--- config.mk ---
export PLATFORM = sky130hd
export DESIGN_NAME = imm_gen
export DESIGN_NICKNAME = d
export VERILOG_FILES = /design/src/source/rv_isa_pkg.sv /design/src/source/core_ctrl_pkg.sv /design/src/source/imm_gen.sv
export SDC_FILE = /design/constraint.sdc
export NUM_CORES = 1
export LEC_CHECK = 0
export ABC_AREA = 0
export BUFFER_PORTS_ARGS = -buffer_cell sky130_fd_sc_hd__buf_4
export CAP_MARGIN = 5
export CORE_MARGIN = 4
export CORE_UTILIZATION = 35
export DETAILED_ROUTE_END_ITERATION = 8
export PLACE_DENSITY = 0.89
export REMOVE_ABC_BUFFERS = 1
export SKIP_LAST_GASP = 1
export SYNTH_ARGS = -nofsm -noshare
export SYNTH_HDL_FRONTEND = slang
export SYNTH_SLANG_ARGS = --single-unit
--- constraint.sdc ---
create_clock -name vclk -period 3.5
set_input_delay 0.7 -clock vclk [all_inputs]
set_output_delay 0.7 -clock vclk [all_outputs]
set_load 0.02 [all_outputs]
--- src/source/rv_isa_pkg.sv ---
`default_nettype none

package rv_isa_pkg;

    localparam int xlen       = 64;
    localparam int ilen       = 32;
    localparam int reg_addr_w = 5;

    // instruction field positions
    localparam int rd_lsb     = 7;
    localparam int funct3_lsb = 12;
    localparam int rs1_lsb    = 15;
    localparam int rs2_lsb    = 20;
    localparam int funct7_lsb = 25;

    typedef enum logic [6:0] {
        opc_op        = 7'b0110011,
        opc_op_imm    = 7'b0010011,
        opc_op_32     = 7'b0111011,
        opc_op_imm_32 = 7'b0011011,
        opc_load      = 7'b0000011,
        opc_store     = 7'b0100011,
        opc_jal       = 7'b1101111,
        opc_jalr      = 7'b1100111,
        opc_lui       = 7'b0110111,
        opc_auipc     = 7'b0010111,
        opc_branch    = 7'b1100011,
        opc_system    = 7'b1110011
    } opcode_e;

    localparam logic [2:0] f3_add_sub = 3'b000;
    localparam logic [2:0] f3_sltiu   = 3'b011;
    localparam logic [2:0] f3_sri     = 3'b101;
    localparam logic [2:0] f3_lw      = 3'b010;
    localparam logic [2:0] f3_ld      = 3'b011;
    localparam logic [2:0] f3_lbu     = 3'b100;
    localparam logic [2:0] f3_sh      = 3'b001;
    localparam logic [2:0] f3_sd      = 3'b011;
    localparam logic [2:0] f3_beq     = 3'b000;
    localparam logic [2:0] f3_bne     = 3'b001;

    localparam logic [6:0]  funct7_sub  = 7'b0100000;   // sub, sra
    localparam logic [31:0] ebreak_code = 32'h0010_0073;

endpackage

`default_nettype wire

--- src/source/core_ctrl_pkg.sv ---
`default_nettype none

package core_ctrl_pkg;

    typedef enum logic [1:0] {alu_add, alu_sub, alu_sltu, alu_sra} alu_op_e;

    typedef enum logic [2:0] {imm_i, imm_s, imm_b, imm_u, imm_j} imm_sel_e;

    typedef enum logic [1:0] {src_reg, src_imm, src_pc_imm, src_pc_four} alu_src_e;

    typedef enum logic [2:0] {
        size_none, size_byte_u, size_half, size_word_s, size_dword
    } mem_size_e;

    typedef struct packed {
        logic                            valid;
        logic [rv_isa_pkg::xlen-1:0]     pc;
        logic [rv_isa_pkg::ilen-1:0]     inst;
    } issue_t;

    typedef struct packed {
        logic                               reg_wen;
        logic [rv_isa_pkg::reg_addr_w-1:0]  rd;
        logic [rv_isa_pkg::reg_addr_w-1:0]  rs1;
        logic [rv_isa_pkg::reg_addr_w-1:0]  rs2;
        imm_sel_e                           imm_sel;
        alu_op_e                            alu_op;
        alu_src_e                           alu_src;
        logic                               word_op;     // 32-bit result, sign-extended
        logic                               mem_read;
        logic                               mem_write;
        mem_size_e                          mem_size;
        logic                               branch;
        logic                               branch_ne;   // bne, else beq
        logic                               jump;
        logic                               jalr;
        logic                               illegal;
        logic                               ebreak;
    } ctrl_t;

    typedef struct packed {
        logic                            valid;
        logic [rv_isa_pkg::xlen-1:0]     pc;
        logic [rv_isa_pkg::xlen-1:0]     next_pc;
        logic [rv_isa_pkg::xlen-1:0]     result;      // alu value or memory address
        logic [rv_isa_pkg::xlen-1:0]     store_data;
        ctrl_t                           ctrl;
    } exec_t;

    typedef struct packed {
        logic [rv_isa_pkg::xlen-1:0]        pc;
        logic [rv_isa_pkg::xlen-1:0]        next_pc;
        logic [rv_isa_pkg::reg_addr_w-1:0]  rd;
        logic                               reg_wen;
        logic [rv_isa_pkg::xlen-1:0]        wdata;
        logic                               illegal;
        logic                               ebreak;
    } retire_t;

endpackage

`default_nettype wire

--- src/source/imm_gen.sv ---
`timescale 1ns/1ps
`default_nettype none

module imm_gen (
    input  logic [rv_isa_pkg::ilen-1:0]  inst,
    input  core_ctrl_pkg::imm_sel_e      imm_sel,
    output logic [rv_isa_pkg::xlen-1:0]  imm
);

    localparam int xlen = rv_isa_pkg::xlen;

    logic sign;

    assign sign = inst[31];

    always_comb begin
        case (imm_sel)
            core_ctrl_pkg::imm_s: imm = {{(xlen-12){sign}}, inst[31:25], inst[11:7]};
            core_ctrl_pkg::imm_b: begin
                imm = {{(xlen-12){sign}}, inst[7], inst[30:25], inst[11:8], 1'b0};
            end
            core_ctrl_pkg::imm_u: imm = {{(xlen-32){sign}}, inst[31:12], 12'b0};
            core_ctrl_pkg::imm_j: begin
                imm = {{(xlen-20){sign}}, inst[19:12], inst[20], inst[30:21], 1'b0};
            end
            default:              imm = {{(xlen-12){sign}}, inst[31:20]};   // i
        endcase
    end

endmodule

`default_nettype wire

==> results by stage <==
Finish:
- The area growth from synthesis to layout is 50.7%.
- In the final layout, the multi-input gates occupy 513 µm².
- The total of fill cells in the finished design is 220.
- The total inserted antenna cells is 0.
- The sequential standard cell area is 0 µm².
- Once layout is complete, the cells apart from fillers number 199.
- The count of sequential standard cells is 0.
- The layout cell share with drive strength beyond 1 is 56.7%.
- In the finished layout, the clock tree contains a buffer count of 0.
- The net total in the final layout is 208.

Logic synthesis:
- The area share of the leading cell type in the synthesized netlist is 31.6%.
- The gate count of the mapped netlist is 122.
- The largest total area in the synthesized netlist belongs to sky130_fd_sc_hd__buf_4.
- Yosys attributes the largest share of cell area to sky130_fd_sc_hd__buf_4, sky130_fd_sc_hd__a21o_1, sky130_fd_sc_hd__a211oi_1.
- The post-synthesis share of cell area spent on xor and xnor gates is 0%.
- Ranked by instance count, the synthesized netlist is headed by sky130_fd_sc_hd__buf_4, sky130_fd_sc_hd__a21o_1.
- The warning count from the yosys run is 0.
- The average instance in the mapped netlist occupies 6.82 µm².
- The share of the synthesized area in compound gates (AO/OA/AOI/OAI) is 33.5%.
- The area share of and/or/nand/nor cells after synthesis is 25.7%.
- Among all cell types in the netlist, the one instantiated most often is sky130_fd_sc_hd__buf_4.
- In the synthesized netlist, mux cells make up 2.41% of the area.
- The number of different library cells used by synthesis comes to 25.
- Of the total synthesized cell area, the portion taken by full adders, half adders and majority gates is 0%.
- The dominant combinational cell family by area after synthesis is buffers and inverters.
- Sequential cells were found to cover 0% of the synthesized design area.
- The cell area after technology mapping is 832 µm².

Place:
- The total instance count after detailed placement is 199.
- The routability congestion estimate from global placement is 0.682.
- The number of buffer cells added on primary ports is 92.
- The wire-length estimate of the detail-placed layout is 2210 µm.

Run:
- The number of max-cap violations is 0.

STA:
- The post-route fraction of the period consumed by the critical path is 76.9%.
- The max-slew violation total from the final report is 0.
- In the final timing run, aggregate negative setup slack is 0 ns.
- The slew of the pin with the lowest slew margin is 0.458 ns.
- Across all hold checks on the routed design, the worst slack comes to 1.71 ns.
- The relative slew slack is 69.5%.
- Setup repair after global routing left no endpoint under its margin.
- The worst path in the final design needs a cycle of 2.69 ns, including I/O delays and setup.
- The final hold violation count is 0.
- The upper clock frequency limit is 371 MHz.
- The setup-violating endpoint count in the final report is 0.

Run status:
- The flow ran to the end, and the final reports show no timing, DRC or antenna violations.

Global routing:
- The number of antenna violations at the first check in global routing is 0.
- Entering global routing, the biggest net connects 45 pins.
- The number of global-route vias before repair is 992.
- The combined global-route utilization of all metal layers is 16.1%.
- The first global-routing pass estimated 4420 µm of wire.
- The leftover overflow at the end of global routing is 0.

Routing:
- For this block, the routed nets add up to 2770 µm of wire.
- The total via count in the routed design is 989.
- The count of unresolved DRC violations after routing is 0.
- The number of nets with antenna violations after routing is 0.
- The number of vias per cell after detailed routing is 4.97.
- The initial detailed-routing violation count is 16.
- The first-pass detailed-route iteration total is 4.
- Dividing the detail-routed wire length by the instance count gives 13.9 µm.

Power:
- The design draws 0.240 mW.
- The static power due to leakage is 0.700 nW.
- IR analysis of the VDD net gives a maximum drop of 0.138 mV.
- The power density relative to cell area is 191 nW/µm².

Clocking:
- Post-CTS timing repair inserted 0 buffers for setup.
- The number of gates resized after cts is 0.
- For this design, the CTS-stage hold fixing added 0 buffers.

Critical path:
- On the worst path, the slowest cell contributes a delay of 0.49 ns.
- The maximum fanout count along the critical path is 23.
- The start-to-end type of the worst setup path is in2out.
- The nature of the critical path startpoint is an input port.
- The cell repeated most along the worst path is sky130_fd_sc_hd__buf_4.
- Traced cell by cell, the critical path runs through buf_4 > and3b_1 > nor3_4 > a211oi_1 > buf_4.
- The buffer and inverter count on the worst path is 2.
- The data arrival at the endpoint of the critical path is 1.99 ns.
- STA classifies the critical path endpoint as an output port.
- STA puts the critical path data required time at 2.80 ns.
- The largest delay contributor family on the critical path is simple AND/OR/NAND/NOR gates.
- The slowest cell on the critical path is sky130_fd_sc_hd__and3b_1.

Die:
- The number of top-level pins is 99.
- The floorplan die height is 56.8 µm.
- The floorplan has 17 rows.
- After floorplanning, the core was sized to cover 2230 µm².
- The overall die area is 3220 µm².
- The die is 56.8 µm wide.
- The effective utilization at floorplan is 37.3%.

Min path:
- The classification of the worst-slack hold path is in2out.
## tightest hold or removal path: stages
cell and delay, ns:
sky130_fd_sc_hd__buf_4 0.08, sky130_fd_sc_hd__a21o_1 0.10, sky130_fd_sc_hd__buf_4 0.13
## path summary, 6_finish.rpt
check  startpoint       to  slack (ns)  depth (start not counted)
max    imm_sel[1]  imm[13]        0.81                          5
min      inst[27]  imm[27]        1.71                          3
## cells in the final DEF (no fill, tap or decap)
cell type / count
sky130_fd_sc_hd__o22ai_1: 8
sky130_fd_sc_hd__a22o_1: 2
sky130_fd_sc_hd__nor3_4: 1
sky130_fd_sc_hd__or3_1: 1
sky130_fd_sc_hd__nor2_1: 8
sky130_fd_sc_hd__nor4bb_1: 1
sky130_fd_sc_hd__nand2_1: 3
sky130_fd_sc_hd__nand2b_1: 2
sky130_fd_sc_hd__nor2b_2: 1
sky130_fd_sc_hd__mux2i_1: 2
sky130_fd_sc_hd__a211oi_1: 8
sky130_fd_sc_hd__or3b_1: 1
sky130_fd_sc_hd__inv_1: 2
sky130_fd_sc_hd__a21o_1: 11
sky130_fd_sc_hd__and4bb_2: 2
sky130_fd_sc_hd__and3b_1: 4
sky130_fd_sc_hd__o21ai_0: 6
sky130_fd_sc_hd__a21oi_1: 6
sky130_fd_sc_hd__a32oi_1: 1
sky130_fd_sc_hd__nor2b_1: 8
sky130_fd_sc_hd__buf_4: 93
## cells by family (layout without fill, tap and decap cells)
group | Yosys count | count (layout)
and+or+nand+nor | 32 | 32
buffers and inverters | 46 | 95
AOI/OAI and AO/OA | 42 | 42
muxes | 2 | 2
## layer usage
layer / routed length, µm / track usage (%) / vias to the layer above
li1: - / - / 501
met1: 1010 / 17.6 / 457
met2: 1620 / 33.3 / 31
met3: 148 / 2.07 / 0
met4: 0 / 1.32 / 0
met5: 0 / 0 / -
## cell type report
type,count,share of cell area [%]
inverters,2,0.599
multi-input cells,76,40.9
well taps,28,2.79
repair buffers,93,55.7
## per-stage QoR
stage	setup slack (ns)	cell area, µm²	util [%]
floorplan	0.849	520	-
finish	0.808	1250	56.1
CTS	0.806	1250	56.1
global placement	0.855	1250	56.1
global route	0.647	1250	56.1
detailed placement	0.806	1250	56.1
## report_power, final
group / leakage (nW) / switching [mW] / total, mW / internal, mW
combinational: 0.700 / 0.133 / 0.240 / 0.107
sequential: 0 / 0 / 0 / 0
clock: 0 / 0 / 0 / 0
total: 0.700 / 0.133 / 0.240 / 0.107
No activity file was read; power rests on OpenSTA's default activity.
