## config.mk

```make
export PLATFORM = sky130hd
export DESIGN_NAME = exec_unit
export DESIGN_NICKNAME = d
export VERILOG_FILES = /design/src/source/rv_isa_pkg.sv /design/src/source/core_ctrl_pkg.sv /design/src/source/exec_unit.sv
export SDC_FILE = /design/constraint.sdc
export NUM_CORES = 1
export LEC_CHECK = 0
export BUFFER_PORTS_ARGS = -buffer_cell sky130_fd_sc_hd__buf_2
export CORE_MARGIN = 2
export CORE_UTILIZATION = 44
export CTS_CLUSTER_SIZE = 16
export DETAILED_ROUTE_END_ITERATION = 8
export PLACE_DENSITY = 0.67
export SLEW_MARGIN = 10
export SYNTH_ARGS = -nofsm -noshare
export SYNTH_HDL_FRONTEND = slang
export SYNTH_SLANG_ARGS = --single-unit
```

## constraint.sdc

```tcl
create_clock -name clk -period 23.2 [get_ports clk]
set_input_delay 6.96 -clock clk [delete_from_list [all_inputs] [get_ports clk]]
set_output_delay 6.96 -clock clk [all_outputs]
set_load 0.02 [all_outputs]
```

## src/source/rv_isa_pkg.sv

```systemverilog
`default_nettype none

package rv_isa_pkg;

    localparam int xlen       = 64;
    localparam int ilen       = 32;
    localparam int reg_addr_w = 5;

    // instruction field positions
    localparam int rd_lsb     = 7;
    localparam int funct3_lsb = 12;
    localparam int rs1_lsb    = 15;
    localparam int rs2_lsb    = 20;
    localparam int funct7_lsb = 25;

    typedef enum logic [6:0] {
        opc_op        = 7'b0110011,
        opc_op_imm    = 7'b0010011,
        opc_op_32     = 7'b0111011,
        opc_op_imm_32 = 7'b0011011,
        opc_load      = 7'b0000011,
        opc_store     = 7'b0100011,
        opc_jal       = 7'b1101111,
        opc_jalr      = 7'b1100111,
        opc_lui       = 7'b0110111,
        opc_auipc     = 7'b0010111,
        opc_branch    = 7'b1100011,
        opc_system    = 7'b1110011
    } opcode_e;

    localparam logic [2:0] f3_add_sub = 3'b000;
    localparam logic [2:0] f3_sltiu   = 3'b011;
    localparam logic [2:0] f3_sri     = 3'b101;
    localparam logic [2:0] f3_lw      = 3'b010;
    localparam logic [2:0] f3_ld      = 3'b011;
    localparam logic [2:0] f3_lbu     = 3'b100;
    localparam logic [2:0] f3_sh      = 3'b001;
    localparam logic [2:0] f3_sd      = 3'b011;
    localparam logic [2:0] f3_beq     = 3'b000;
    localparam logic [2:0] f3_bne     = 3'b001;

    localparam logic [6:0]  funct7_sub  = 7'b0100000;   // sub, sra
    localparam logic [31:0] ebreak_code = 32'h0010_0073;

endpackage

`default_nettype wire

```

## src/source/core_ctrl_pkg.sv

```systemverilog
`default_nettype none

package core_ctrl_pkg;

    typedef enum logic [1:0] {alu_add, alu_sub, alu_sltu, alu_sra} alu_op_e;

    typedef enum logic [2:0] {imm_i, imm_s, imm_b, imm_u, imm_j} imm_sel_e;

    typedef enum logic [1:0] {src_reg, src_imm, src_pc_imm, src_pc_four} alu_src_e;

    typedef enum logic [2:0] {
        size_none, size_byte_u, size_half, size_word_s, size_dword
    } mem_size_e;

    typedef struct packed {
        logic                            valid;
        logic [rv_isa_pkg::xlen-1:0]     pc;
        logic [rv_isa_pkg::ilen-1:0]     inst;
    } issue_t;

    typedef struct packed {
        logic                               reg_wen;
        logic [rv_isa_pkg::reg_addr_w-1:0]  rd;
        logic [rv_isa_pkg::reg_addr_w-1:0]  rs1;
        logic [rv_isa_pkg::reg_addr_w-1:0]  rs2;
        imm_sel_e                           imm_sel;
        alu_op_e                            alu_op;
        alu_src_e                           alu_src;
        logic                               word_op;     // 32-bit result, sign-extended
        logic                               mem_read;
        logic                               mem_write;
        mem_size_e                          mem_size;
        logic                               branch;
        logic                               branch_ne;   // bne, else beq
        logic                               jump;
        logic                               jalr;
        logic                               illegal;
        logic                               ebreak;
    } ctrl_t;

    typedef struct packed {
        logic                            valid;
        logic [rv_isa_pkg::xlen-1:0]     pc;
        logic [rv_isa_pkg::xlen-1:0]     next_pc;
        logic [rv_isa_pkg::xlen-1:0]     result;      // alu value or memory address
        logic [rv_isa_pkg::xlen-1:0]     store_data;
        ctrl_t                           ctrl;
    } exec_t;

    typedef struct packed {
        logic [rv_isa_pkg::xlen-1:0]        pc;
        logic [rv_isa_pkg::xlen-1:0]        next_pc;
        logic [rv_isa_pkg::reg_addr_w-1:0]  rd;
        logic                               reg_wen;
        logic [rv_isa_pkg::xlen-1:0]        wdata;
        logic                               illegal;
        logic                               ebreak;
    } retire_t;

endpackage

`default_nettype wire

```

## src/source/exec_unit.sv

```systemverilog
`timescale 1ns/1ps
`default_nettype none

module exec_unit (
    input  logic                         clk,
    input  logic                         rst,
    input  core_ctrl_pkg::issue_t        issue,
    input  core_ctrl_pkg::ctrl_t         ctrl,
    input  logic [rv_isa_pkg::xlen-1:0]  imm,
    input  logic [rv_isa_pkg::xlen-1:0]  rs1_data,
    input  logic [rv_isa_pkg::xlen-1:0]  rs2_data,
    output core_ctrl_pkg::exec_t         exec,
    output logic                         redirect_valid,
    output logic [rv_isa_pkg::xlen-1:0]  redirect_pc
);

    localparam int xlen = rv_isa_pkg::xlen;

    logic [xlen-1:0] op_a;
    logic [xlen-1:0] op_b;
    logic [xlen-1:0] alu_out;
    logic [xlen-1:0] result;
    logic [xlen-1:0] target_sum;
    logic [xlen-1:0] next_pc;
    logic            taken;

    always_comb begin
        case (ctrl.alu_src)
            core_ctrl_pkg::src_imm: begin
                op_a = rs1_data;
                op_b = imm;
            end
            core_ctrl_pkg::src_pc_imm: begin
                op_a = issue.pc;
                op_b = imm;
            end
            core_ctrl_pkg::src_pc_four: begin
                op_a = issue.pc;
                op_b = xlen'(4);
            end
            default: begin
                op_a = rs1_data;
                op_b = rs2_data;
            end
        endcase
        case (ctrl.alu_op)
            core_ctrl_pkg::alu_sub:  alu_out = op_a - op_b;
            core_ctrl_pkg::alu_sltu: alu_out = xlen'(op_a < op_b);
            core_ctrl_pkg::alu_sra:  alu_out = $signed(op_a) >>> op_b[5:0];
            default:                 alu_out = op_a + op_b;
        endcase
        result = ctrl.word_op ? {{(xlen-32){alu_out[31]}}, alu_out[31:0]} : alu_out;
    end

    assign taken      = ctrl.branch && ((rs1_data == rs2_data) != ctrl.branch_ne);
    assign target_sum = (ctrl.jalr ? rs1_data : issue.pc) + imm;
    // bit 0 only ever set by jalr
    assign next_pc    = (taken || ctrl.jump) ? {target_sum[xlen-1:1], 1'b0}
                                             : issue.pc + xlen'(4);

    always_ff @(posedge clk) begin
        if (rst) begin
            exec.valid <= 1'b0;
        end else begin
            exec.valid <= issue.valid;
        end
        if (issue.valid) begin
            exec.pc         <= issue.pc;
            exec.next_pc    <= next_pc;
            exec.result     <= result;
            exec.store_data <= rs2_data;
            exec.ctrl       <= ctrl;
        end
    end

    assign redirect_valid = exec.valid;
    assign redirect_pc    = exec.next_pc;

endmodule

`default_nettype wire

```

==> results.ini <==
[cells_and_area]
final_nets = 4556
fin_cells = 5016
drive_above_1_share_pct = 22.7
final_util_pct = 50.6
area_delta_synth_final_pct = 14.1
design_area_mm2 = 0.0353

[synth]
synth-seq-area-share_pct = 28.3
yosysMostFrequentCell = a21oi_1
synthArstFlopShare_pct = 0
synth_area_leader_cell = edfxtp_1
yosysWarnings = 0
netlist_area_mm2 = 0.0310
yosys-top-cells-area = edfxtp_1 28%, ha_1 7.6%, mux2i_1 5.6%
ys_ff_latch = 292
ys_types = 102
synth_top_area_share_pct = 28.2
syn-num-nets = 4115
synth_common_cells = 334 x a21oi_1, 318 x nand2_1, 291 x edfxtp_1
synth_edf_count = 291
syn-mean-instance-area_um2 = 8.60
yosys_most_used_dff = edfxtp_1
netlist_instances = 3599

[timing]
slew_violations = 0
layout_min_cycle_time_ns = 13.41
max_slew_margin_pct = 18.4
rsz0062_at_grt = false
holdWs_ns = 6.50
setup_tns_ns = 0
setup_viol = 0
max_freq_mhz = 74.6
fin_crit_sh_pct = 57.8
hold_viol_final = 0
worst_slew_pin_slew_ns = 1.19

[clocking]
post-cts-setup-buffer-count = 0
cts.clk_slew.worst_paths_ns = 0.06
clock_sinks = 292
clk_path_buf_depth = 3
holdBufCountCts = 0
cts_tree = yes
numCtsBuffers = 31
h-tree-depth = 1
cts_resized = 0
root_buffer = clkbuf_16

[detailed_routing]
routed-via-count = 31600
wire_per_inst_um = 29.2
drtAntennaViolNets = 0
dr.pass1.iters = 8
post-route-drc-count = 0
drtIter0Drc = 3728
finalWirelength_mm = 146
viasPerCell = 6.30

[placed_design]
io_buffers = 650
dp_cells = 4947
gp_congestion = 1.04
hpwl_mm = 120
post_dp_cell_area_mm2 = 0.0344

[setup_path]
cpPeakStageDelay_ns = 0.77
cp-end-kind = register
worst-setup-path-type = in -> reg
path_buf_inv = 5
cp_max_fo = 54
cp-endpoint = exec[158]
crit_start = ctrl[12]
critPathSlowestCell = buf_4
cp_cell_sequence = buf_2 > inv_1 > ha_1 > nor2_4 > buf_4 > buf_4 > o21ai_0 > ha_1 > clkinv_1 > nor3_1 > nand2_1 > nor3_1 > nand3_1 > a211o_1 > a2111oi_2 > a2111oi_0 > o21ai_0 > xor2_1 > a21oi_1 > o22ai_1
cp.depth = 20
cp_data_required_time_ns = 23.51
cp-start-kind = input port
crit_arrival_ns = 13.72
path_delay_family = compound AO/OA/AOI/OAI gates

[pwr]
leakage_nw = 14.7
cellInternalPower_w = 0.00132
p_sw_share_pct = 45.0
power_density_mw_per_mm2 = 68.2
clkPwrFrac_pct = 19.1
ir_drop_uv = 59.2
p_sw_w = 0.00108
pwr-share-seq_pct = 28.4
comb_power_share_pct = 52.5

[floorplan]
rows = 97
dieArea_mm2 = 0.0725
coreArea_mm2 = 0.0698
die_h_um = 269
die_w_um = 269
ioPinCount = 683
start_util_pct = 44.4

[global_routing]
grt_pass1_vias = 29500
grt_overflow = 0
antenna_found_initial = 41
grt_usage_pct = 38.5
grt_pass1_wl_mm = 207
grt_max_degree = 79

[job]
cap_viol_max_count = 0

[hold_path]
hold_path.class = in -> reg

[status]
status = finished clean

registers in the layout, summed over array words and instances (netlist names):
signal,cells
redirect_pc,64
exec,227
redirect_valid,1
power groups by stage:
stage	logic [W]	registers, W	clock network (W)
finish	0.00126	0.000684	0.000460
global route	0.00133	0.000690	0.000481
CTS	0.00123	0.000684	0.000469
detailed placement	0.00123	0.000694	0
global placement	0.00123	0.000693	0
floorplan	0.000721	0.000771	0
placed cells by master (no fill, tap or decap), types with 18 or more instances in the layout:
| master | synthesis | layout |
|---|---|---|
| a211oi_1 | 41 | 41 |
| a21o_1 | 71 | 71 |
| a21oi_1 | 334 | 332 |
| a22o_1 | 58 | 58 |
| a31oi_1 | 43 | 43 |
| and2_1 | 28 | 26 |
| and3_1 | 47 | 47 |
| buf_2 | 15 | 649 |
| buf_4 | 66 | 34 |
| clkbuf_16 | 0 | 31 |
| diode_2 | 0 | 18 |
| edfxtp_1 | 291 | 291 |
| ha_1 | 189 | 188 |
| inv_1 | 175 | 175 |
| mux2_2 | 105 | 105 |
| mux2i_1 | 173 | 172 |
| mux4_2 | 36 | 36 |
| nand2_1 | 318 | 317 |
| nand2b_1 | 25 | 25 |
| nand3_1 | 81 | 81 |
| nand4_1 | 75 | 75 |
| nor2_1 | 257 | 255 |
| nor2b_1 | 31 | 30 |
| nor3_1 | 46 | 46 |
| nor4_1 | 37 | 37 |
| o211ai_1 | 29 | 29 |
| o21a_1 | 21 | 21 |
| o21ai_0 | 198 | 198 |
| o21bai_1 | 59 | 59 |
| o22ai_1 | 30 | 30 |
| o31ai_1 | 33 | 33 |
| xnor2_1 | 193 | 193 |
| xor2_1 | 60 | 60 |
through the flow:
step / power (W) / setup WS, ns
2_1_floorplan: 0.00149 / 10.77
3_3_place_gp: 0.00192 / 9.36
4_1_cts: 0.00238 / 9.97
6_report: 0.00241 / 9.79
3_5_place_dp: 0.00192 / 9.33
5_1_grt: 0.00250 / 9.41
cell type report:
type	instances	area, µm²
fillers	6850	34500
flip-flops and latches	292	8760
clock buffers	39	806
diodes	18	45.0
multi-input cells	2844	20200
repair buffers	684	3520
clock inverters	12	83.8
inverters	187	702
well taps	940	1180
cells by family after synthesis:
group,share of synthesized area (%)
simple gates,15.5
mux,12.1
flops,28.3
buf+inv,6.55
xor+xnor,7.21
compound gates,22.6
fa+ha+maj,7.74
worst min path at each step:
stage,start,to,slack (ns),cells after the start
2_1_floorplan,rst,redirect_valid,7.03,1
3_3_place_gp,rst,redirect_valid,7.12,2
3_5_place_dp,rst,redirect_valid,7.13,2
4_1_cts,rst,redirect_valid,6.48,2
5_1_grt,rst,redirect_valid,6.49,2
6_report,rst,redirect_valid,6.50,2
per-layer routing:
layer	GRT usage [%]	wire length, µm	vias up
li1	-	-	14200
met1	47.9	56400	15200
met2	62.2	66100	1804
met3	8.51	14300	358
met4	20.7	9360	32
met5	0	195	-
Note: power is estimated with default switching activity, not from simulation.
