### src/source/rv_isa_pkg.sv
`default_nettype none

package rv_isa_pkg;

    localparam int xlen       = 64;
    localparam int ilen       = 32;
    localparam int reg_addr_w = 5;

    // instruction field positions
    localparam int rd_lsb     = 7;
    localparam int funct3_lsb = 12;
    localparam int rs1_lsb    = 15;
    localparam int rs2_lsb    = 20;
    localparam int funct7_lsb = 25;

    typedef enum logic [6:0] {
        opc_op        = 7'b0110011,
        opc_op_imm    = 7'b0010011,
        opc_op_32     = 7'b0111011,
        opc_op_imm_32 = 7'b0011011,
        opc_load      = 7'b0000011,
        opc_store     = 7'b0100011,
        opc_jal       = 7'b1101111,
        opc_jalr      = 7'b1100111,
        opc_lui       = 7'b0110111,
        opc_auipc     = 7'b0010111,
        opc_branch    = 7'b1100011,
        opc_system    = 7'b1110011
    } opcode_e;

    localparam logic [2:0] f3_add_sub = 3'b000;
    localparam logic [2:0] f3_sltiu   = 3'b011;
    localparam logic [2:0] f3_sri     = 3'b101;
    localparam logic [2:0] f3_lw      = 3'b010;
    localparam logic [2:0] f3_ld      = 3'b011;
    localparam logic [2:0] f3_lbu     = 3'b100;
    localparam logic [2:0] f3_sh      = 3'b001;
    localparam logic [2:0] f3_sd      = 3'b011;
    localparam logic [2:0] f3_beq     = 3'b000;
    localparam logic [2:0] f3_bne     = 3'b001;

    localparam logic [6:0]  funct7_sub  = 7'b0100000;   // sub, sra
    localparam logic [31:0] ebreak_code = 32'h0010_0073;

endpackage

`default_nettype wire

### src/source/core_ctrl_pkg.sv
`default_nettype none

package core_ctrl_pkg;

    typedef enum logic [1:0] {alu_add, alu_sub, alu_sltu, alu_sra} alu_op_e;

    typedef enum logic [2:0] {imm_i, imm_s, imm_b, imm_u, imm_j} imm_sel_e;

    typedef enum logic [1:0] {src_reg, src_imm, src_pc_imm, src_pc_four} alu_src_e;

    typedef enum logic [2:0] {
        size_none, size_byte_u, size_half, size_word_s, size_dword
    } mem_size_e;

    typedef struct packed {
        logic                            valid;
        logic [rv_isa_pkg::xlen-1:0]     pc;
        logic [rv_isa_pkg::ilen-1:0]     inst;
    } issue_t;

    typedef struct packed {
        logic                               reg_wen;
        logic [rv_isa_pkg::reg_addr_w-1:0]  rd;
        logic [rv_isa_pkg::reg_addr_w-1:0]  rs1;
        logic [rv_isa_pkg::reg_addr_w-1:0]  rs2;
        imm_sel_e                           imm_sel;
        alu_op_e                            alu_op;
        alu_src_e                           alu_src;
        logic                               word_op;     // 32-bit result, sign-extended
        logic                               mem_read;
        logic                               mem_write;
        mem_size_e                          mem_size;
        logic                               branch;
        logic                               branch_ne;   // bne, else beq
        logic                               jump;
        logic                               jalr;
        logic                               illegal;
        logic                               ebreak;
    } ctrl_t;

    typedef struct packed {
        logic                            valid;
        logic [rv_isa_pkg::xlen-1:0]     pc;
        logic [rv_isa_pkg::xlen-1:0]     next_pc;
        logic [rv_isa_pkg::xlen-1:0]     result;      // alu value or memory address
        logic [rv_isa_pkg::xlen-1:0]     store_data;
        ctrl_t                           ctrl;
    } exec_t;

    typedef struct packed {
        logic [rv_isa_pkg::xlen-1:0]        pc;
        logic [rv_isa_pkg::xlen-1:0]        next_pc;
        logic [rv_isa_pkg::reg_addr_w-1:0]  rd;
        logic                               reg_wen;
        logic [rv_isa_pkg::xlen-1:0]        wdata;
        logic                               illegal;
        logic                               ebreak;
    } retire_t;

endpackage

`default_nettype wire

### src/source/inst_issue.sv
`timescale 1ns/1ps
`default_nettype none

module inst_issue #(
    parameter logic [rv_isa_pkg::xlen-1:0] reset_pc = '0
) (
    input  logic                          clk,
    input  logic                          rst,
    input  logic                          inst_valid,
    input  logic [rv_isa_pkg::ilen-1:0]   inst,
    input  logic                          redirect_valid,
    input  logic [rv_isa_pkg::xlen-1:0]   redirect_pc,
    output core_ctrl_pkg::issue_t         issue
);

    logic [rv_isa_pkg::xlen-1:0] pc;
    logic                        busy;   // strobed, pc not yet moved

    always_ff @(posedge clk) begin
        if (rst) begin
            pc          <= reset_pc;
            busy        <= 1'b0;
            issue.valid <= 1'b0;
        end else begin
            issue.valid <= inst_valid;
            if (inst_valid) begin
                busy <= 1'b1;
            end else if (redirect_valid) begin
                busy <= 1'b0;
            end
            if (redirect_valid) begin
                pc <= redirect_pc;         // next_pc from execute
            end
        end
        if (inst_valid) begin
            issue.pc   <= pc;
            issue.inst <= inst;
        end
    end

    // a strobe may only come once the pc has moved past the last instruction
    a_strobe_spacing: assert property (@(posedge clk) disable iff (rst) inst_valid |-> !busy)
        else $error("instruction strobe while previous one in flight");

endmodule

`default_nettype wire

### config.mk
export PLATFORM = sky130hd
export DESIGN_NAME = inst_issue
export DESIGN_NICKNAME = d
export VERILOG_FILES = /design/src/source/rv_isa_pkg.sv /design/src/source/core_ctrl_pkg.sv /design/src/source/inst_issue.sv
export SDC_FILE = /design/constraint.sdc
export NUM_CORES = 1
export LEC_CHECK = 0
export BUFFER_PORTS_ARGS = -buffer_cell sky130_fd_sc_hd__buf_2
export CAP_MARGIN = 15
export CORE_ASPECT_RATIO = 0.7
export CORE_MARGIN = 3
export CORE_UTILIZATION = 52
export DETAILED_ROUTE_END_ITERATION = 6
export PLACE_DENSITY_LB_ADDON = 0.3
export SLEW_MARGIN = 10
export SYNTH_ARGS = -nofsm -noshare
export SYNTH_HDL_FRONTEND = slang
export SYNTH_SLANG_ARGS = --single-unit
### constraint.sdc
create_clock -name clk -period 2.2 [get_ports clk]
set_input_delay 0.44 -clock clk [delete_from_list [all_inputs] [get_ports clk]]
set_output_delay 0.44 -clock clk [all_outputs]
set_load 0.05 [all_outputs]
==> metrics.txt, run 1 <==
status completed; dpl cells 614; Setup WS pre-CTS 728.2 ps; Final Max Tran Viols 0; reg2reg path depth 2; Worst R2R Start pc[35]; worst vdd rail ir drop 0.6315 mV; most frequent cell after synthesis edfxtp_1; Die Ht 89.72 um; # rows 29; Worst Tran Pin Value 516.3 ps; Cells after Synth 304; share of layout cells above drive strength 1 44.44%; fin worst setup slack 714.0 ps; gr usage total 20.47%; Area contributors post-synth edfxtp_1 55%, dfxtp_1 25%, mux2i_1 12%, nor2_1 4.6%, buf_8 1.7%; Worst Setup Start Kind flop; Crit Path Max Fanout 1; Mapped Area 5206 um2; drt drc 0; final hold viol count 0; H-tree Lvls 4; initial drt markers 234; Critical Path RT 1760 ps; Post-Syn Nets 404; Placer Congestion 0.7634; most frequent cells after synthesis 96 x edfxtp_1, 65 x dfxtp_1, 64 x mux2i_1, 64 x nor2_1; Final setup viols 0; simple-gate share of the synthesized area 4.734%; YS warnings 0; die width 125.6 um; Highest Clock Rate 0.6729 GHz; Worst Hold Class in2reg; FF-to-FF End pc[35]; vias in the first global route 3272; Clock Skew 6.134 ps; reg2reg setup slack 1510 ps; Layout Cells excl Fill 646; WL final 11110 um; CTS Buf Count 17; first-pass GRT wire length 17720 um; crit-path leading delay family flip-flops; cell accounting for the most synthesized area edfxtp_1; hold buffers post-CTS 0; hpwl dp 7218 um; Primary FF master, synth edfxtp_1; Clock Path Buffers 2; Synth Area in Compound Gates 0%; Post-Synth XOR/XNOR Area 0%; initial antenna violation count 3; top-area cell type share of the netlist area 55.37%; register area share after synthesis 80.37%; register bit total from synthesis 161; slowest cell on the critical path edfxtp_1; Setup Crit Path Kind reg2out; DRT antenna net count 0; Via Count 3199; # Post-CTS Setup Buffers 0; total negative slack 0 ps; Initial Util 55.40%; synthesized area per cell 17.13 um2; WHS Path Cells 1; Critical Path Stages 1; CTS tree done; power density over the cells 1069 nW/um2; Leakage 3.140 nW; Worst path max stage delay 400 ps; clock-pin slew on the worst setup and hold paths 70 ps; RSZ-0062 raised after global routing false; maxcap violations 0; Die Area 11270 um2; post-synthesis mux area share 12.30%; period utilisation layout 67.55%; max_slew headroom 65.58%; minimum clock period 1486 ps; worst hold endpoint issue[6]; final net count 609; Congestion Overflow GR 0; Antenna Cells 0; crit path DAT 1050 ps; pin count of the biggest net entering global routing 98; Core Area 9398 um2; post-synthesis adder-cell area fraction 0%; Buf/Inv on CP 1; synthesis-to-layout area growth 32.88%; crit path cell chain buf_2; hold_sp inst[6]; Post-synth EDFFs 96; Ports 197; largest family of logic cells by synthesized area multiplexers; Crit. End Element primary output; wire per inst 17.20 um; I/O Buffers 196; number of fill cells in the layout 597; root buf cell clkbuf_16; Detailed Routing Iterations Pass 1 4; DR vias/cell 4.952; Post-CTS Resized 0; clock sink count 161; FFs w/ async S/R, synth 0%; Netlist cell types 9; Clock Latency Late Sink 410 ps
[final cells by class]
cell class / instances / area (um2) / share of cell area (%)
clock buffer: 17 / 425.4 / 6.149
tap: 124 / 155.1 / 2.243
timing repair buffer: 200 / 1066 / 15.41
multi-input combinational: 129 / 887.1 / 12.82
sequential: 161 / 4184 / 60.48
clock inverter: 15 / 200.2 / 2.894
[routing by layer]
metal,part of all wire (%),wire length [um],GRT usage [%]
met5,0.31,34,0
met4,1.2,138,7.762
met3,10,1153,10.66
met2,49,5443,32.25
met1,39,4338,23.93
[cell families after synthesis]
| group | Yosys count |
|---|---|
| flip-flops | 161 |
| AND/OR/NAND/NOR | 65 |
| multiplexers | 64 |
| buffers and inverters | 14 |
[metrics by stage]
| stage | area (um2) | total power, mW | hold slack (ps) | util (%) |
|---|---|---|---|---|
| floorplan | 5206 | 4.120 | 407.6 | - |
| global placement | 6292 | 4.368 | 412.9 | 66.96 |
| detailed placement | 6292 | 4.395 | 414.8 | 66.96 |
| CTS | 6918 | 7.456 | 175.0 | 73.61 |
| global route | 6918 | 7.645 | 173.0 | 73.61 |
| finish | 6918 | 7.393 | 197.8 | 73.61 |
[state kept, by name, indices dropped and copies added (netlist names)]
register / flops
pc: 64
issue: 97
[how the worst max path moves through the flow]
stage              startpoint   endpoint  slack (ps)
2_1_floorplan  redirect_valid     pc[10]        1110
3_3_place_gp   redirect_valid     pc[17]         790
3_5_place_dp   redirect_valid      pc[0]         730
4_1_cts             issue[14]  issue[14]         680
5_1_grt             issue[80]  issue[80]         670
6_report            issue[14]  issue[14]         710
[layout by cell type (no fill, tap or decap)]
cell type and n:
mux2i_1 64, buf_4 2, dfxtp_1 65, clkbuf_16 17, edfxtp_1 96, clkinv_4 4, inv_8 3, bufinv_16 3
buf_12 4, nor2_1 64, nor2b_1 1, buf_2 194, inv_6 3, clkinvlp_4 2
[power by group]
| part | internal [mW] | leakage, nW | switching [mW] |
|---|---|---|---|
| clock | 1.83 | 0.300 | 1.24 |
| combinational | 0.225 | 1.33 | 0.635 |
| sequential | 3.40 | 1.51 | 0.0673 |
No activity file was read; power rests on OpenSTA's default activity.
==> run 2, diff against run 1 <==
ABC_AREA = 1   (was unset)
CORE_UTILIZATION = 44   (was 52)
clock period = 1.2 ns   (was 2.2 ns; I/O delays follow)
==> metrics.txt, run 2 <==
Post-Synth XOR/XNOR Area 0% (unchanged); synthesized area per cell 11.06 um2 (-35%); Flop pwr share 47.8% (+0.8 points); post-synthesis adder-cell area fraction 0% (unchanged); wire per inst 14.51 um (-16%); initial antenna violation count 0 (-3); register bit total from synthesis 161 (unchanged); final net count 841 (+38%); clock-pin slew on the worst setup and hold paths 60 ps (about the same); FF-to-FF End pc[5]; Comb power frac 15.4% (+3.8 points); share of power burned in the clock network 36.7% (-4.7 points); Worst Hold Class in2reg; Critical Path RT 960 ps (-800 ps); power density over the cells 1652 nW/um2 (+55%); Synth Area in Compound Gates 0% (unchanged); worst hold endpoint pc[20]; max FFs per register 97 (unchanged); Via Count 4116 (+29%); Netlist cell types 9 (unchanged); hold_sp redirect_pc[20]; hpwl dp 8146 um (+13%); Biggest register issue; slowest cell on the critical path edfxtp_1; Crit. End Element primary output; DRT antenna net count 0 (unchanged); Core Area 12060 um2 (+28%); dpl cells 846 (+38%); most frequent cells after synthesis 129 x nor2_1, 128 x nand2_1, 96 x edfxtp_1, 65 x dfxtp_1, 65 x inv_1; Largest regs issue x97, pc x64; clock sink count 161 (unchanged); Initial Util 46.25% (-9.1 points); crit path DAT 1020 ps (-30 ps); Ports 197 (unchanged); Primary FF master, synth edfxtp_1; Final setup viols 74 (+74); area of the multi-input gates 964.7 um2 (+8.7%); cell accounting for the most synthesized area edfxtp_1; root buf cell clkbuf_16; WHS Path Cells 5 (+4); most frequent cell after synthesis nor2_1; Clock Skew 6.830 ps (+0.6967 ps); Worst Tran Pin Value 262.0 ps (-254.3 ps); drt drc 0 (unchanged); # Post-CTS Setup Buffers 0 (unchanged); I/O Buffers 196 (unchanged); Die Area 14080 um2 (+25%); sw frac 27.89% (+1.7 points); Pint 9.776 mW (+79%); Post-Syn Nets 604 (+50%); switching pwr 3.781 mW (+95%); violated checks setup timing; Crit Path Max Fanout 1 (unchanged); Clock Path Buffers 2 (unchanged); period utilisation layout 104.8%; Highest Clock Rate 0.7953 GHz; CTS tree done; # rows 33 (+14%); final hold viol count 0 (unchanged); largest family of logic cells by synthesized area simple AND/OR/NAND/NOR gates; gr usage total 18.42% (-2.0 points); minimum clock period 1257 ps; Post-synth EDFFs 96 (unchanged); reg2reg setup slack 600 ps (-910 ps); simple-gate share of the synthesized area 17.30% (+13 points); Detailed Routing Iterations Pass 1 4 (unchanged); DR vias/cell 4.518 (-8.8%); Layout Cells excl Fill 911 (+41%); initial drt markers 174 (-26%); Clock Latency Late Sink 420 ps (about the same); Worst Setup Start Kind flop; Setup Crit Path Kind reg2out; Leakage 3.902 nW (+24%); H-tree Lvls 4 (unchanged); Buf/Inv on CP 1 (unchanged); Mapped Area 5577 um2 (+7.1%); Overall Power 13.56 mW (+83%); share of layout cells above drive strength 1 31.43% (-13 points); fin worst setup slack -57.36 ps (-771.3 ps); pin count of the biggest net entering global routing 51 (-48%); Util after Layout 68.05% (-5.6 points); maxcap violations 0 (unchanged); Congestion Overflow GR 0 (unchanged); max_slew headroom 82.53% (+17 points); number of fill cells in the layout 863 (+45%); die width 140.6 um (+12%); post-synthesis mux area share 0% (-12 points); Worst R2R Start pc[5]; most frequent cells in the layout 129 x nor2_1, 128 x nand2_1, 97 x buf_2, 97 x buf_6, 96 x edfxtp_1; crit-path leading delay family flip-flops; Worst path max stage delay 430 ps (+30 ps); reg2reg path depth 2 (unchanged); Placer Congestion 0.7608 (-0.34%); top-area cell type share of the netlist area 51.69% (-3.7 points); Area contributors post-synth edfxtp_1 52%, dfxtp_1 23%, nor2_1 8.7%, nand2_1 8.6%, inv_1 4.4%; synthesis-to-layout area growth 47.12%; YS warnings 0 (unchanged); register area share after synthesis 75.03% (-5.3 points); Cells after Synth 504 (+66%); Die Ht 100.2 um (+12%); vias in the first global route 4058 (+24%); RSZ-0062 raised after global routing true; leading cell type in the layout, fill and taps excluded nor2_1; Sequential Area 4185 um2 (about the same); status complete, but fails checks; FFs w/ async S/R, synth 0% (unchanged); CTS Buf Count 17 (unchanged); Final Max Tran Viols 0 (unchanged); Antenna Cells 0 (unchanged); WL final 13220 um (+19%); first-pass GRT wire length 20240 um (+14%); worst vdd rail ir drop 1.047 mV (+66%); crit path cell chain buf_6
-- run 2: worst max-delay path by stage --
stage / from / endpoint / cells after the start
floorplan: issue[0] / issue[0] / 0
global placement: inst_valid / issue[56] / 2
detailed placement: inst_valid / issue[56] / 2
CTS: issue[50] / issue[50] / 1
global route: issue[2] / issue[2] / 1
finish: issue[2] / issue[2] / 1
-- run 2: cells by family (layout without fill, tap and decap cells) --
logic type | count (synthesis) | after routing
buffers and inverters | 86 | 336
AND/OR/NAND/NOR | 257 | 257
flip-flops | 161 | 161
-- run 2: metrics by stage --
step | worst slack, ps | area (um2) | setup TNS [ps] | hold slack (ps)
floorplan | 359.4 | 5577 | 0 | 311.2
global placement | 196.5 | 6709 | 0 | 412.5
detailed placement | 180.9 | 6709 | 0 | 415.2
CTS | -60.72 | 8113 | -2366 | 2.153
global route | -99.73 | 8204 | -5335 | 112.6
finish | -57.36 | 8204 | -1281 | 109.4
-- run 2: routing by layer --
metal  vias up  track usage, %  wire (um)
met4         0           4.840         89
met2       166           31.36       6568
met1      1918           20.84       5265
li1       2020               -          -
met3        12           9.190       1296
met5         -               0          0
-- run 2: power by group through the flow --
stage	logic [mW]	clock network (mW)	registers, mW
2_1_floorplan	0.372	0	7.34
3_3_place_gp	1.70	0	6.51
3_5_place_dp	1.72	0	6.53
4_1_cts	2.06	5.06	6.47
5_1_grt	2.22	5.35	6.52
6_report	2.09	4.98	6.48
-- run 2: cell type report --
class	instances	area share (%)
well taps	157	2.394
repair buffers	238	25.03
multi-input cells	257	11.76
clock buffers	18	5.231
inverters	66	3.020
flip-flops and latches	161	51.01
clock inverters	14	1.556
-- run 2: repair_timing --
item	4_1_cts	5_1_grt
endpoints found under the setup margin	97	97
resized for setup	194	1
hold buffers	24	9
hold endpoints to repair	24	9
-- run 2: worst register-to-register path, stage by stage, from the launching register on --
cell	delay, ps
dfxtp_1	360
nor2_1	50
nor2_1	130
